File: src/rtl/periph_pkg.sv
/* constants and packed types shared by the peripheral bus, the UART
   and the testbench; modules take them by wildcard import */
`default_nettype none

package periph_pkg;

   localparam int BUS_ADDR_W    = 18;
   localparam int BUS_DATA_W    = 64;
   localparam int BUS_BE_W      = 8;
   localparam int SLOT_LSB      = 15;  // addr[17:15] picks the slot
   localparam int NUM_SLOTS     = 8;
   localparam int UART_SLOT     = 6;
   localparam int UBAUD_DEFAULT = 54;  // clocks per bit
   localparam int BAUD_W        = 16;
   localparam int FIFO_DEPTH    = 16;  // power of two, pointers wrap
   localparam int FIFO_CNT_W    = 5;

   typedef struct packed {
      logic                  en;
      logic [BUS_BE_W-1:0]   be;
      logic [BUS_ADDR_W-1:0] addr;
      logic [BUS_DATA_W-1:0] wdata;
   } bus_req_t;

   typedef struct packed {
      logic       err;   // stop bit sampled low
      logic [7:0] data;
   } rx_entry_t;

   typedef struct packed {
      logic      rx_full;
      logic      tx_full;
      logic      rx_empty;
      rx_entry_t head;   // receive fifo head, no pop
   } uart_status_t;

endpackage

`default_nettype wire

File: src/rtl/payload_fifo.sv
/* synchronous first-word-fall-through FIFO, the payload type is a
   parameter and the depth comes from the package */
`timescale 1ns/1ns
`default_nettype none

module payload_fifo import periph_pkg::*;
#(
   parameter type payload_t = logic [7:0]
)
(
   input  logic                  msoc_clk,
   input  logic                  rstn,
   input  logic                  push_i,
   input  logic                  pop_i,
   input  payload_t              wdata_i,
   output payload_t              rdata_o,
   output logic                  full_o,
   output logic                  empty_o,
   output logic [FIFO_CNT_W-1:0] count_o
);

   payload_t              mem [FIFO_DEPTH];
   logic [FIFO_CNT_W-2:0] wr_ptr_q, rd_ptr_q;
   logic [FIFO_CNT_W-1:0] count_q, count_d;
   logic                  do_push, do_pop;

   assign do_push = push_i & ~full_o;   // push when full is ignored
   assign do_pop  = pop_i & ~empty_o;   // same for pop when empty
   assign count_d = count_q + FIFO_CNT_W'(do_push) - FIFO_CNT_W'(do_pop);

   always_ff @(posedge msoc_clk or negedge rstn)
   begin
      if (!rstn)
      begin
         wr_ptr_q <= '0;
         rd_ptr_q <= '0;
         count_q  <= '0;
         full_o   <= 1'b0;
         empty_o  <= 1'b1;
      end
      else
      begin
         if (do_push)
            wr_ptr_q <= wr_ptr_q + 1'b1;
         if (do_pop)
            rd_ptr_q <= rd_ptr_q + 1'b1;
         count_q <= count_d;
         full_o  <= (count_d == FIFO_CNT_W'(FIFO_DEPTH));  // registered flags
         empty_o <= (count_d == '0);
      end
   end

   always_ff @(posedge msoc_clk)
   begin
      if (do_push)
         mem[wr_ptr_q] <= wdata_i;
   end

   assign rdata_o = mem[rd_ptr_q];  // head visible without a pop
   assign count_o = count_q;

endmodule

`default_nettype wire

File: src/rtl/uart_tx.sv
/* UART transmitter, a small sequencer pops the fifo head and a
   baud counter shifts out start, eight data bits lsb first and stop */
`timescale 1ns/1ns
`default_nettype none

module uart_tx import periph_pkg::*;
(
   input  logic              msoc_clk,
   input  logic              rstn,
   input  logic [BAUD_W-1:0] baud_i,
   input  logic              fifo_empty_i,
   input  logic [7:0]        fifo_data_i,
   output logic              fifo_pop_o,
   output logic              tx_o
);

   typedef enum logic [2:0] {TX_IDLE, TX_EMPTY, TX_POP, TX_START, TX_BUSY} tx_state_t;

   tx_state_t         state_q, state_d;
   logic [7:0]        byte_q;
   logic [9:0]        shift_q;
   logic [BAUD_W-1:0] baud_q, baud_cnt_q;
   logic [3:0]        bit_cnt_q;
   logic              bit_end;

   assign bit_end    = (baud_cnt_q == baud_q - 1'b1);
   assign fifo_pop_o = (state_q == TX_POP);
   assign tx_o       = shift_q[0];

   always_comb
   begin
      state_d = state_q;
      case (state_q)
         TX_IDLE:  state_d = TX_EMPTY;
         TX_EMPTY: if (!fifo_empty_i) state_d = TX_POP;
         TX_POP:   state_d = TX_START;
         TX_START: state_d = TX_BUSY;
         TX_BUSY:  if (bit_end && bit_cnt_q == 4'd9) state_d = TX_IDLE;
         default:  state_d = TX_IDLE;
      endcase
   end

   always_ff @(posedge msoc_clk or negedge rstn)
   begin
      if (!rstn)
      begin
         state_q    <= TX_IDLE;
         shift_q    <= '1;  // line idles high
         baud_q     <= BAUD_W'(UBAUD_DEFAULT);
         baud_cnt_q <= '0;
         bit_cnt_q  <= '0;
      end
      else
      begin
         state_q <= state_d;
         if (state_q == TX_START)
         begin
            shift_q    <= {1'b1, byte_q, 1'b0};  // stop, data, start
            baud_q     <= baud_i;                // baud held for the frame
            baud_cnt_q <= '0;
            bit_cnt_q  <= '0;
         end
         else if (state_q == TX_BUSY)
         begin
            if (bit_end)
            begin
               baud_cnt_q <= '0;
               shift_q    <= {1'b1, shift_q[9:1]};
               bit_cnt_q  <= bit_cnt_q + 1'b1;
            end
            else
               baud_cnt_q <= baud_cnt_q + 1'b1;
         end
      end
   end

   // head captured as it is popped, loaded one cycle later
   always_ff @(posedge msoc_clk)
   begin
      if (state_q == TX_POP)
         byte_q <= fifo_data_i;
   end

endmodule

`default_nettype wire

File: src/rtl/uart_rx.sv
/* UART receiver behind a three-sample majority filter, samples each bit
   at its middle and returns the byte with a framing error flag */
`timescale 1ns/1ns
`default_nettype none

module uart_rx import periph_pkg::*;
(
   input  logic              msoc_clk,
   input  logic              rstn,
   input  logic [BAUD_W-1:0] baud_i,
   input  logic              rx_i,
   output logic              valid_o,
   output rx_entry_t         entry_o
);

   typedef enum logic [1:0] {RX_IDLE, RX_START, RX_DATA, RX_STOP} rx_state_t;

   rx_state_t         state_q;
   logic [2:0]        sync_q;
   logic              maj, maj_q;
   logic [BAUD_W-1:0] baud_q, cnt_q;
   logic [2:0]        bit_cnt_q;
   logic [7:0]        data_q;
   logic              half_end, bit_end;

   // two of three samples win
   assign maj = (sync_q[0] & sync_q[1]) | (sync_q[0] & sync_q[2]) | (sync_q[1] & sync_q[2]);

   assign half_end = (cnt_q == (baud_q >> 1));
   assign bit_end  = (cnt_q == baud_q - 1'b1);

   always_ff @(posedge msoc_clk or negedge rstn)
   begin
      if (!rstn)
      begin
         state_q   <= RX_IDLE;
         sync_q    <= '1;
         maj_q     <= 1'b1;
         baud_q    <= BAUD_W'(UBAUD_DEFAULT);
         cnt_q     <= '0;
         bit_cnt_q <= '0;
         valid_o   <= 1'b0;
      end
      else
      begin
         sync_q  <= {sync_q[1:0], rx_i};
         maj_q   <= maj;
         valid_o <= 1'b0;
         case (state_q)
            RX_IDLE:
               if (maj_q && !maj)  // falling start edge
               begin
                  state_q <= RX_START;
                  cnt_q   <= '0;
                  baud_q  <= baud_i;
               end
            RX_START:
               if (half_end)
               begin
                  cnt_q     <= '0;
                  bit_cnt_q <= '0;
                  state_q   <= maj ? RX_IDLE : RX_DATA;  // glitch, not a start bit
               end
               else
                  cnt_q <= cnt_q + 1'b1;
            RX_DATA:
               if (bit_end)
               begin
                  cnt_q     <= '0;
                  bit_cnt_q <= bit_cnt_q + 1'b1;
                  if (bit_cnt_q == 3'd7)
                     state_q <= RX_STOP;
               end
               else
                  cnt_q <= cnt_q + 1'b1;
            RX_STOP:
               if (bit_end)
               begin
                  valid_o <= 1'b1;
                  state_q <= RX_IDLE;
               end
               else
                  cnt_q <= cnt_q + 1'b1;
         endcase
      end
   end

   always_ff @(posedge msoc_clk)
   begin
      if (state_q == RX_DATA && bit_end)
         data_q <= {maj, data_q[7:1]};  // lsb arrives first
      if (state_q == RX_STOP && bit_end)
      begin
         entry_o.err  <= ~maj;
         entry_o.data <= data_q;
      end
   end

endmodule

`default_nettype wire

File: src/rtl/uart_regs.sv
/* UART register block in slot 6, decodes pushes, pops and the baud write,
   and assembles the baud, status and fifo count read words */
`timescale 1ns/1ns
`default_nettype none

module uart_regs import periph_pkg::*;
(
   input  logic                  msoc_clk,
   input  logic                  rstn,
   input  bus_req_t              req_i,
   output logic [BUS_DATA_W-1:0] rdata_o,
   input  logic                  rx_i,
   output logic                  tx_o,
   output logic                  irq_o
);

   logic                  wr, tx_push, rx_pop, baud_wr;
   logic [BAUD_W-1:0]     baud_q;
   logic                  tx_pop, tx_full, tx_empty;
   logic [7:0]            tx_head;
   logic [FIFO_CNT_W-1:0] tx_count, rx_count;
   logic                  rx_valid, rx_full, rx_empty;
   rx_entry_t             rx_entry, rx_head;
   uart_status_t          status;

   // bit 14 selects the register space, bits 13:12 the action
   assign wr      = req_i.en & (|req_i.be) & req_i.addr[14];
   assign tx_push = wr & (req_i.addr[13:12] == 2'b00);
   assign rx_pop  = wr & (req_i.addr[13:12] == 2'b01);
   assign baud_wr = wr & (req_i.addr[13:12] == 2'b10);

   always_ff @(posedge msoc_clk or negedge rstn)
   begin
      if (!rstn)
         baud_q <= BAUD_W'(UBAUD_DEFAULT);
      else if (baud_wr)
         baud_q <= req_i.wdata[BAUD_W-1:0];
   end

   assign irq_o = ~rx_empty;  // high while rx data waits

   always_comb
   begin
      status.rx_full  = rx_full;
      status.tx_full  = tx_full;
      status.rx_empty = rx_empty;
      status.head     = rx_head;
      rdata_o = '0;
      if (!req_i.addr[14])
         rdata_o[BAUD_W-1:0] = baud_q;
      else if (!req_i.addr[13])
         rdata_o[$bits(uart_status_t)-1:0] = status;
      else
      begin
         rdata_o[16 +: FIFO_CNT_W] = tx_count;  // tx count at bit 16
         rdata_o[FIFO_CNT_W-1:0]   = rx_count;
      end
   end

   payload_fifo #(.payload_t(logic [7:0])) u_tx_fifo (
      .msoc_clk (msoc_clk), .rstn (rstn),
      .push_i   (tx_push),  .pop_i (tx_pop),
      .wdata_i  (req_i.wdata[7:0]), .rdata_o (tx_head),
      .full_o   (tx_full),  .empty_o (tx_empty), .count_o (tx_count)
   );

   // a full rx fifo drops the new entry
   payload_fifo #(.payload_t(rx_entry_t)) u_rx_fifo (
      .msoc_clk (msoc_clk), .rstn (rstn),
      .push_i   (rx_valid), .pop_i (rx_pop),
      .wdata_i  (rx_entry), .rdata_o (rx_head),
      .full_o   (rx_full),  .empty_o (rx_empty), .count_o (rx_count)
   );

   uart_tx u_tx (
      .msoc_clk (msoc_clk), .rstn (rstn), .baud_i (baud_q),
      .fifo_empty_i (tx_empty), .fifo_data_i (tx_head),
      .fifo_pop_o (tx_pop), .tx_o (tx_o)
   );

   uart_rx u_rx (
      .msoc_clk (msoc_clk), .rstn (rstn), .baud_i (baud_q),
      .rx_i (rx_i), .valid_o (rx_valid), .entry_o (rx_entry)
   );

endmodule

`default_nettype wire

File: src/rtl/periph_top.sv
/* peripheral bus top, decodes the slot field of the address and
   ORs the slot read words onto the combinational read port */
`timescale 1ns/1ns
`default_nettype none

module periph_top import periph_pkg::*;
(
   input  logic                  msoc_clk,
   input  logic                  rstn,
   input  bus_req_t              bus_i,
   output logic [BUS_DATA_W-1:0] rdata_o,
   input  logic                  uart_rx_i,
   output logic                  uart_tx_o,
   output logic                  irq_o
);

   logic [NUM_SLOTS-1:0]  slot_hit;
   logic [BUS_DATA_W-1:0] slot_rdata [NUM_SLOTS];
   logic [BUS_DATA_W-1:0] uart_rdata;
   bus_req_t              uart_req;

   always_comb
   begin
      rdata_o = '0;
      for (int i = 0; i < NUM_SLOTS; i++)
      begin
         slot_hit[i] = (bus_i.addr[BUS_ADDR_W-1:SLOT_LSB] == (BUS_ADDR_W-SLOT_LSB)'(i));
         slot_rdata[i] = (i == UART_SLOT) ? uart_rdata : '0;  // empty slots read zero
         rdata_o |= slot_hit[i] ? slot_rdata[i] : '0;
      end
   end

   always_comb
   begin
      uart_req = bus_i;
      uart_req.en = bus_i.en & slot_hit[UART_SLOT];  // qualified by the slot hit
   end

   uart_regs u_uart (
      .msoc_clk (msoc_clk),
      .rstn     (rstn),
      .req_i    (uart_req),
      .rdata_o  (uart_rdata),
      .rx_i     (uart_rx_i),
      .tx_o     (uart_tx_o),
      .irq_o    (irq_o)
   );

endmodule

`default_nettype wire

File: config.mk
export PLATFORM = sky130hd
export DESIGN_NAME = periph_top
export DESIGN_NICKNAME = d
export VERILOG_FILES = /design/src/rtl/periph_pkg.sv /design/src/rtl/payload_fifo.sv /design/src/rtl/uart_tx.sv /design/src/rtl/uart_rx.sv /design/src/rtl/uart_regs.sv /design/src/rtl/periph_top.sv
export SDC_FILE = /design/constraint.sdc
export NUM_CORES = 1
export LEC_CHECK = 0
export BUFFER_PORTS_ARGS = -buffer_cell sky130_fd_sc_hd__clkbuf_2
export CAP_MARGIN = 15
export CORE_MARGIN = 4
export CORE_UTILIZATION = 54
export DETAILED_ROUTE_END_ITERATION = 10
export PLACE_DENSITY_LB_ADDON = 0.05
export SKIP_LAST_GASP = 1
export SLEW_MARGIN = 25
export SYNTH_ARGS = -nofsm -noshare
export SYNTH_HDL_FRONTEND = slang
export SYNTH_SLANG_ARGS = --single-unit
File: constraint.sdc
create_clock -name msoc_clk -period 4.1 [get_ports msoc_clk]
set_clock_uncertainty 0.2 [all_clocks]
set_input_delay 0.615 -clock msoc_clk [delete_from_list [all_inputs] [get_ports msoc_clk]]
set_output_delay 0.615 -clock msoc_clk [all_outputs]
set_load 0.05 [all_outputs]
==> results of run 1 <==
[worst paths after layout]
check                                             start                       end  slack [ps]  cells past startpoint
min reg2reg                       u_uart.u_rx.sync_q[1]     u_uart.u_rx.sync_q[2]         160                      0
max reg2reg                       u_uart.u_rx.baud_q[1]      u_uart.u_rx.cnt_q[2]         270                     11
max                        u_uart.u_rx_fifo.rd_ptr_q[0]                rdata_o[1]         220                      6
min                                           bus_i[13]         u_uart.baud_q[13]          90                      2
max in group asynchronous                          rstn  u_uart.u_rx_fifo.empty_o        2310                      3
min in group asynchronous                          rstn      u_uart.u_rx.cnt_q[8]         510                      2
[repair_timing]
action,CTS,global route
hold buffers,2,0
endpoints found under the hold margin,64,0
endpoints found under the setup margin,0,5
gates resized for setup,0,2
[stage by stage]
| step | setup slack [ps] | util, % | cells |
|---|---|---|---|
| 2_1_floorplan | 57.6 | - | 1373 |
| 3_3_place_gp | 322 | 56.7 | 1805 |
| 3_5_place_dp | 234 | 56.7 | 1805 |
| 4_1_cts | 183 | 60.6 | 1889 |
| 5_1_grt | 17.6 | 60.6 | 1889 |
| 6_report | 224 | 60.6 | 1889 |
[synth_stat cells (27+ instances only)]
cell      count  area (µm²)
buf_4        43         323
clkbuf_1     52         195
mux2_2       33         372
dfrtp_1     109        2730
dfstp_2      27         709
ha_1         28         350
xnor2_1      34         298
xor2_1       39         342
nand2_1     113         424
nand3_1      28         140
mux4_2       85        1910
nor2_1       44         165
and2_1       47         294
inv_1        39         146
edfxtp_1    297        8920
a21oi_1      30         150
[power by group through the flow]
stage          sequential (mW)  combinational [mW]  clock (mW)
6_report                  5.69                3.86        3.83
5_1_grt                   5.76                4.28        4.13
4_1_cts                   5.70                3.86        3.93
3_5_place_dp              5.78                3.85           0
3_3_place_gp              5.78                3.78           0
2_1_floorplan             5.45                3.25           0
[routing by layer]
| layer | vias to the layer above | GRT usage (%) | share of wire [%] |
|---|---|---|---|
| li1 | 5068 | - | - |
| met3 | 50 | 3.49 | 4.3 |
| met5 | - | 0 | 0 |
| met2 | 227 | 32.2 | 47 |
| met4 | 0 | 4.36 | 1.7 |
| met1 | 5527 | 31.5 | 47 |
[layout make-up]
cell class                      instances  area (µm²)
Sequential cell                       433       12400
Clock inverter                         20         143
Clock buffer                           62        1240
Timing Repair Buffer                   84         527
Fill cell                            2759       14000
Tap cell                              461         577
Inverter                               39         146
Multi-Input combinational cell        790        6630
[logic make-up after synthesis]
logic type,Yosys count,share of synthesized area [%]
compound gates,138,4.73
fa+ha+maj,30,2.00
other cells,1,0.0192
mux,138,12.7
buf+inv,150,3.88
xor+xnor,73,3.27
flops,433,63.2
simple gates,368,10.1
[registers in the layout, summed over array words and instances, names as in the netlist, 9 cells and up, named ones only]
signal                  cells
u_uart.u_rx.cnt_q          16
u_uart.u_tx_fifo.mem      128
u_uart.u_rx.baud_q         16
u_uart.u_tx.shift_q         9
u_uart.u_tx.baud_cnt_q     16
u_uart.baud_q              16
u_uart.u_tx.baud_q         16
u_uart.u_rx.entry_o         9
u_uart.u_rx_fifo.mem      144
[critical path: stages (launching register included)]
cell,delay [ps]
dfrtp_2,560
buf_12,230
mux4_2,560
mux4_2,530
mux2i_1,180
a211oi_1,150
clkbuf_2,270
==> results.json, run 1 <==
{
  "grt_setup_unrepaired": "no",
  "timing.fmax_ghz": 0.258,
  "start_util_pct": 54.8,
  "drt_pass1_iterations": 5,
  "setup_viol": 0,
  "die_x_um": 198,
  "p_switching_mw": 4.30,
  "hold_violations": 0,
  "switching_share_pct": 32.1,
  "post_cts.repair.setup_buffers": 0,
  "grt_usage_pct": 20.7,
  "dpl_cell_area_um2": 20200,
  "synth-main-ff-cell": "edfxtp_1",
  "yosysWarnings": 0,
  "stdcell_area_um2": 21600,
  "path_clk_slew_ps": 60,
  "ys_ff_latch": 433,
  "crit_path_start_kind": "flop",
  "cp-end-kind": "output port",
  "clockPowerShare_pct": 28.6,
  "grt_pass1_vias": 10808,
  "p_int_mw": 9.08,
  "required_ps": 3280,
  "period_minus_slack_ps": 3880,
  "grt_antenna_before_repair": 0,
  "viasPerCell": 5.76,
  "rows": 69,
  "powerDensity_nw_per_um2": 619,
  "avgRoutedWirePerCell_um": 21.1,
  "cts.sinks": 433,
  "drc": 0,
  "seq_area_frac_synth_pct": 63.2,
  "arrival_ps": 3060,
  "grt-ovfl-total": 0,
  "vdd_drop_max_v": 0.000420,
  "die_h_um": 198,
  "die_area_um2": 39300,
  "dp_hpwl_mm": 26.5,
  "dr_total_vias": 10872,
  "synth_edf_count": 297,
  "gp_congestion": 0.818,
  "power_frac_comb_pct": 28.9,
  "grt_pass1_wl_mm": 63.1,
  "min_period_over_period_pct": 94.5,
  "wl_mm": 39.9,
  "tns_ps": 0,
  "cts_root_buf": "clkbuf_16",
  "diodes": 0,
  "holdCritPathClass": "input pin to flop",
  "maxCapViolations": 0,
  "cts_buffer_depth": 3,
  "most-common-layout-cells": "297 x edfxtp_1, 113 x nand2_1, 107 x dfrtp_1",
  "coreArea_um2": 35700,
  "nets": 1517,
  "h-tree-depth": 2,
  "drv_slew": 0,
  "post_synth.cell_area_avg_um2": 14.7,
  "p_seq_share_pct": 42.5,
  "ant_nets": 0,
  "outcome": "finished clean",
  "tritoncts": "built",
  "tightest_slew_ps": 991,
  "leakagePower_nw": 8.16,
  "design.portCount": 160,
  "clock_latency_ps": 570,
  "grt_max_degree": 93,
  "syn_area_um2": 19500,
  "path_class": "flop to output port",
  "synth_cell_types": 70,
  "cts_buffers": 45,
  "drt_iter0_markers": 760,
  "power_mw": 13.4,
  "hold_ws_ps": 89.4,
  "cp_max_fo": 15,
  "final_common_cell": "edfxtp_1",
  "async_reset_ff_share_pct": 31.4,
  "area_growth_pct": 10.6,
  "syn_inst": 1331,
  "io_buffers": 56,
  "drive_gt1_share_pct": 22.2,
  "slew_headroom_pct": 33.7
}
Note: power is estimated with default switching activity, not from simulation.
==> run 2, diff against run 1 <==
--- a/config.mk
+++ b/config.mk
@@ -5,7 +5,7 @@
 export SDC_FILE = /design/constraint.sdc
 export NUM_CORES = 1
 export LEC_CHECK = 0
-export BUFFER_PORTS_ARGS = -buffer_cell sky130_fd_sc_hd__clkbuf_2
+export BUFFER_PORTS_ARGS = -buffer_cell sky130_fd_sc_hd__buf_2
 export CAP_MARGIN = 15
 export CORE_MARGIN = 4
 export CORE_UTILIZATION = 54
==> results.json, run 2 (synthesis results as in run 1) <==
{
  "outcome": "finished clean",
  "timing.fmax_ghz": 0.261,
  "h-tree-depth": 2,
  "cts_buffers": 45,
  "tritoncts": "built",
  "rrSetupSlack_ps": 270,
  "drc": 0,
  "cp_top_family": "compound AO/OA/AOI/OAI gates",
  "die_x_um": 198,
  "final_common_cell": "edfxtp_1",
  "wl_mm": 39.8,
  "vdd_drop_max_v": 0.000317,
  "dp_hpwl_mm": 26.5,
  "dr_total_vias": 10826,
  "dp_cells": 1802,
  "grt_setup_unrepaired": "no",
  "cts_buffer_depth": 3,
  "holdCritPathClass": "input pin to flop",
  "fin_util_pct": 60.8,
  "cts_root_buf": "clkbuf_16",
  "critPathSlowestCell": "or4b_1",
  "cp_max_fo": 20,
  "path_class": "flop to flop",
  "coreArea_um2": 35700,
  "area_growth_pct": 10.9,
  "tightest_slew_ps": 940,
  "path_buf_inv": 2,
  "rows": 69,
  "drt_iter0_markers": 655,
  "avgRoutedWirePerCell_um": 21.1,
  "path_cells": "inv_1, ha_1, or4b_1, nor3b_2, xor2_1, o221a_2, a2111o_1, o41a_1, buf_4, a21oi_1, a31oi_1",
  "viasPerCell": 5.73,
  "cpPeakStageDelay_ps": 620,
  "ant_nets": 0,
  "start_util_pct": 54.8,
  "gp_congestion": 0.817,
  "grt_antenna_before_repair": 0,
  "min_period_over_period_pct": 93.3,
  "largest_registers": "u_uart.u_rx_fifo.mem: 144 flops, u_uart.u_tx_fifo.mem: 128 flops",
  "grt_max_degree": 97,
  "n_fill_cell": 2692,
  "regMostFlops": "u_uart.u_rx_fifo.mem",
  "crit_path_start_kind": "flop",
  "grt_pass1_wl_mm": 62.8,
  "cts.sinks": 433,
  "design.portCount": 160,
  "slew_headroom_pct": 37.3,
  "setup_viol": 0,
  "final.setup.worst_slack_ps": 274,
  "finalNonFillerCells": 1890,
  "path_clk_slew_ps": 60,
  "diodes": 0,
  "largest_reg_flops": 144,
  "drive_gt1_share_pct": 22.3,
  "die_area_um2": 39300,
  "arrival_ps": 4040,
  "nets": 1517,
  "io_buffers": 56,
  "clock_latency_ps": 580,
  "grt_usage_pct": 20.7,
  "die_h_um": 198,
  "hold_violations": 0,
  "grt_pass1_vias": 10601,
  "grt-ovfl-total": 0,
  "period_minus_slack_ps": 3830,
  "tns_ps": 0,
  "multi_input_area_um2": 6620,
  "cp-end-kind": "flop",
  "dpl_worst_slack_ps": 262,
  "powerDensity_nw_per_um2": 624,
  "regArea_um2": 12400,
  "required_ps": 4320,
  "most-common-layout-cells": "297 x edfxtp_1, 113 x nand2_1, 107 x dfrtp_1",
  "drv_slew": 0,
  "drt_pass1_iterations": 5,
  "leakagePower_nw": 8.19,
  "maxCapViolations": 0
}
run 2: cell count changes in the layout (fill, tap and decap cells not counted), sizes merged:
cell / previous run / this run
clkbuf: 117 / 62
buf: 27 / 82
bufinv: 1 / 4
clkinv: 17 / 16
inv: 40 / 39
run 2: repair_timing:
| item | 4_1_cts | 5_1_grt |
|---|---|---|
| buffers inserted | 0 | 3 |
| resized for setup | 0 | 2 |
| hold buffers | 2 | 0 |
| endpoints found under the setup margin | 0 | 7 |
| hold endpoints to repair | 24 | 0 |
run 2: layer usage:
metal / routed length (µm) / track usage, % / up-vias
li1: - / - / 5064
met1: 18600 / 31.6 / 5499
met2: 18700 / 32.1 / 219
met3: 1790 / 2.99 / 44
met4: 784 / 5.33 / 0
met5: 0 / 0 / -
run 2: power breakdown:
| group | switching [mW] | leakage, nW | internal [mW] | total [mW] |
|---|---|---|---|---|
| sequential | 0.552 | 4.38 | 5.13 | 5.68 |
| clock | 1.66 | 0.700 | 2.33 | 3.98 |
| combinational | 2.11 | 3.11 | 1.76 | 3.86 |
run 2: path summary, 6_finish.rpt:
path	start	to	cells past startpoint
worst max-delay path	u_uart.u_rx.baud_q[1]	u_uart.u_rx.cnt_q[2]	11
worst min-delay path	bus_i[12]	u_uart.baud_q[12]	2
worst max register to register	u_uart.u_rx.baud_q[1]	u_uart.u_rx.cnt_q[2]	11
worst min register to register	u_uart.u_rx.sync_q[1]	u_uart.u_rx.sync_q[2]	0
max in group asynchronous	rstn	u_uart.u_tx.shift_q[7]	3
min in group asynchronous	rstn	u_uart.u_rx.cnt_q[11]	2
run 2: cell type report:
cell class	count	share of cell area [%]
Inverter	39	0.675
Clock buffer	62	5.58
Clock inverter	21	1.10
Sequential cell	433	57.0
Tap cell	461	2.66
Timing Repair Buffer	84	2.43
Multi-Input combinational cell	790	30.5
run 2: worst register-to-register path: stages (launching register included):
cell	delay (ps)
dfstp_2	400
inv_1	80
ha_1	210
or4b_1	620
nor3b_2	360
xor2_1	110
o221a_2	270
a2111o_1	440
o41a_1	520
buf_4	270
a21oi_1	160
a31oi_1	50
run 2: stage by stage:
step                      hold slack, ps  area, µm²  power, mW
final                               75.1      21700       13.5
after CTS                           48.8      21600       13.6
after floorplan                      119      19700       8.71
after detailed placement             161      20200       9.63
after global routing                65.7      21700       14.3
after global placement               155      20200       9.55
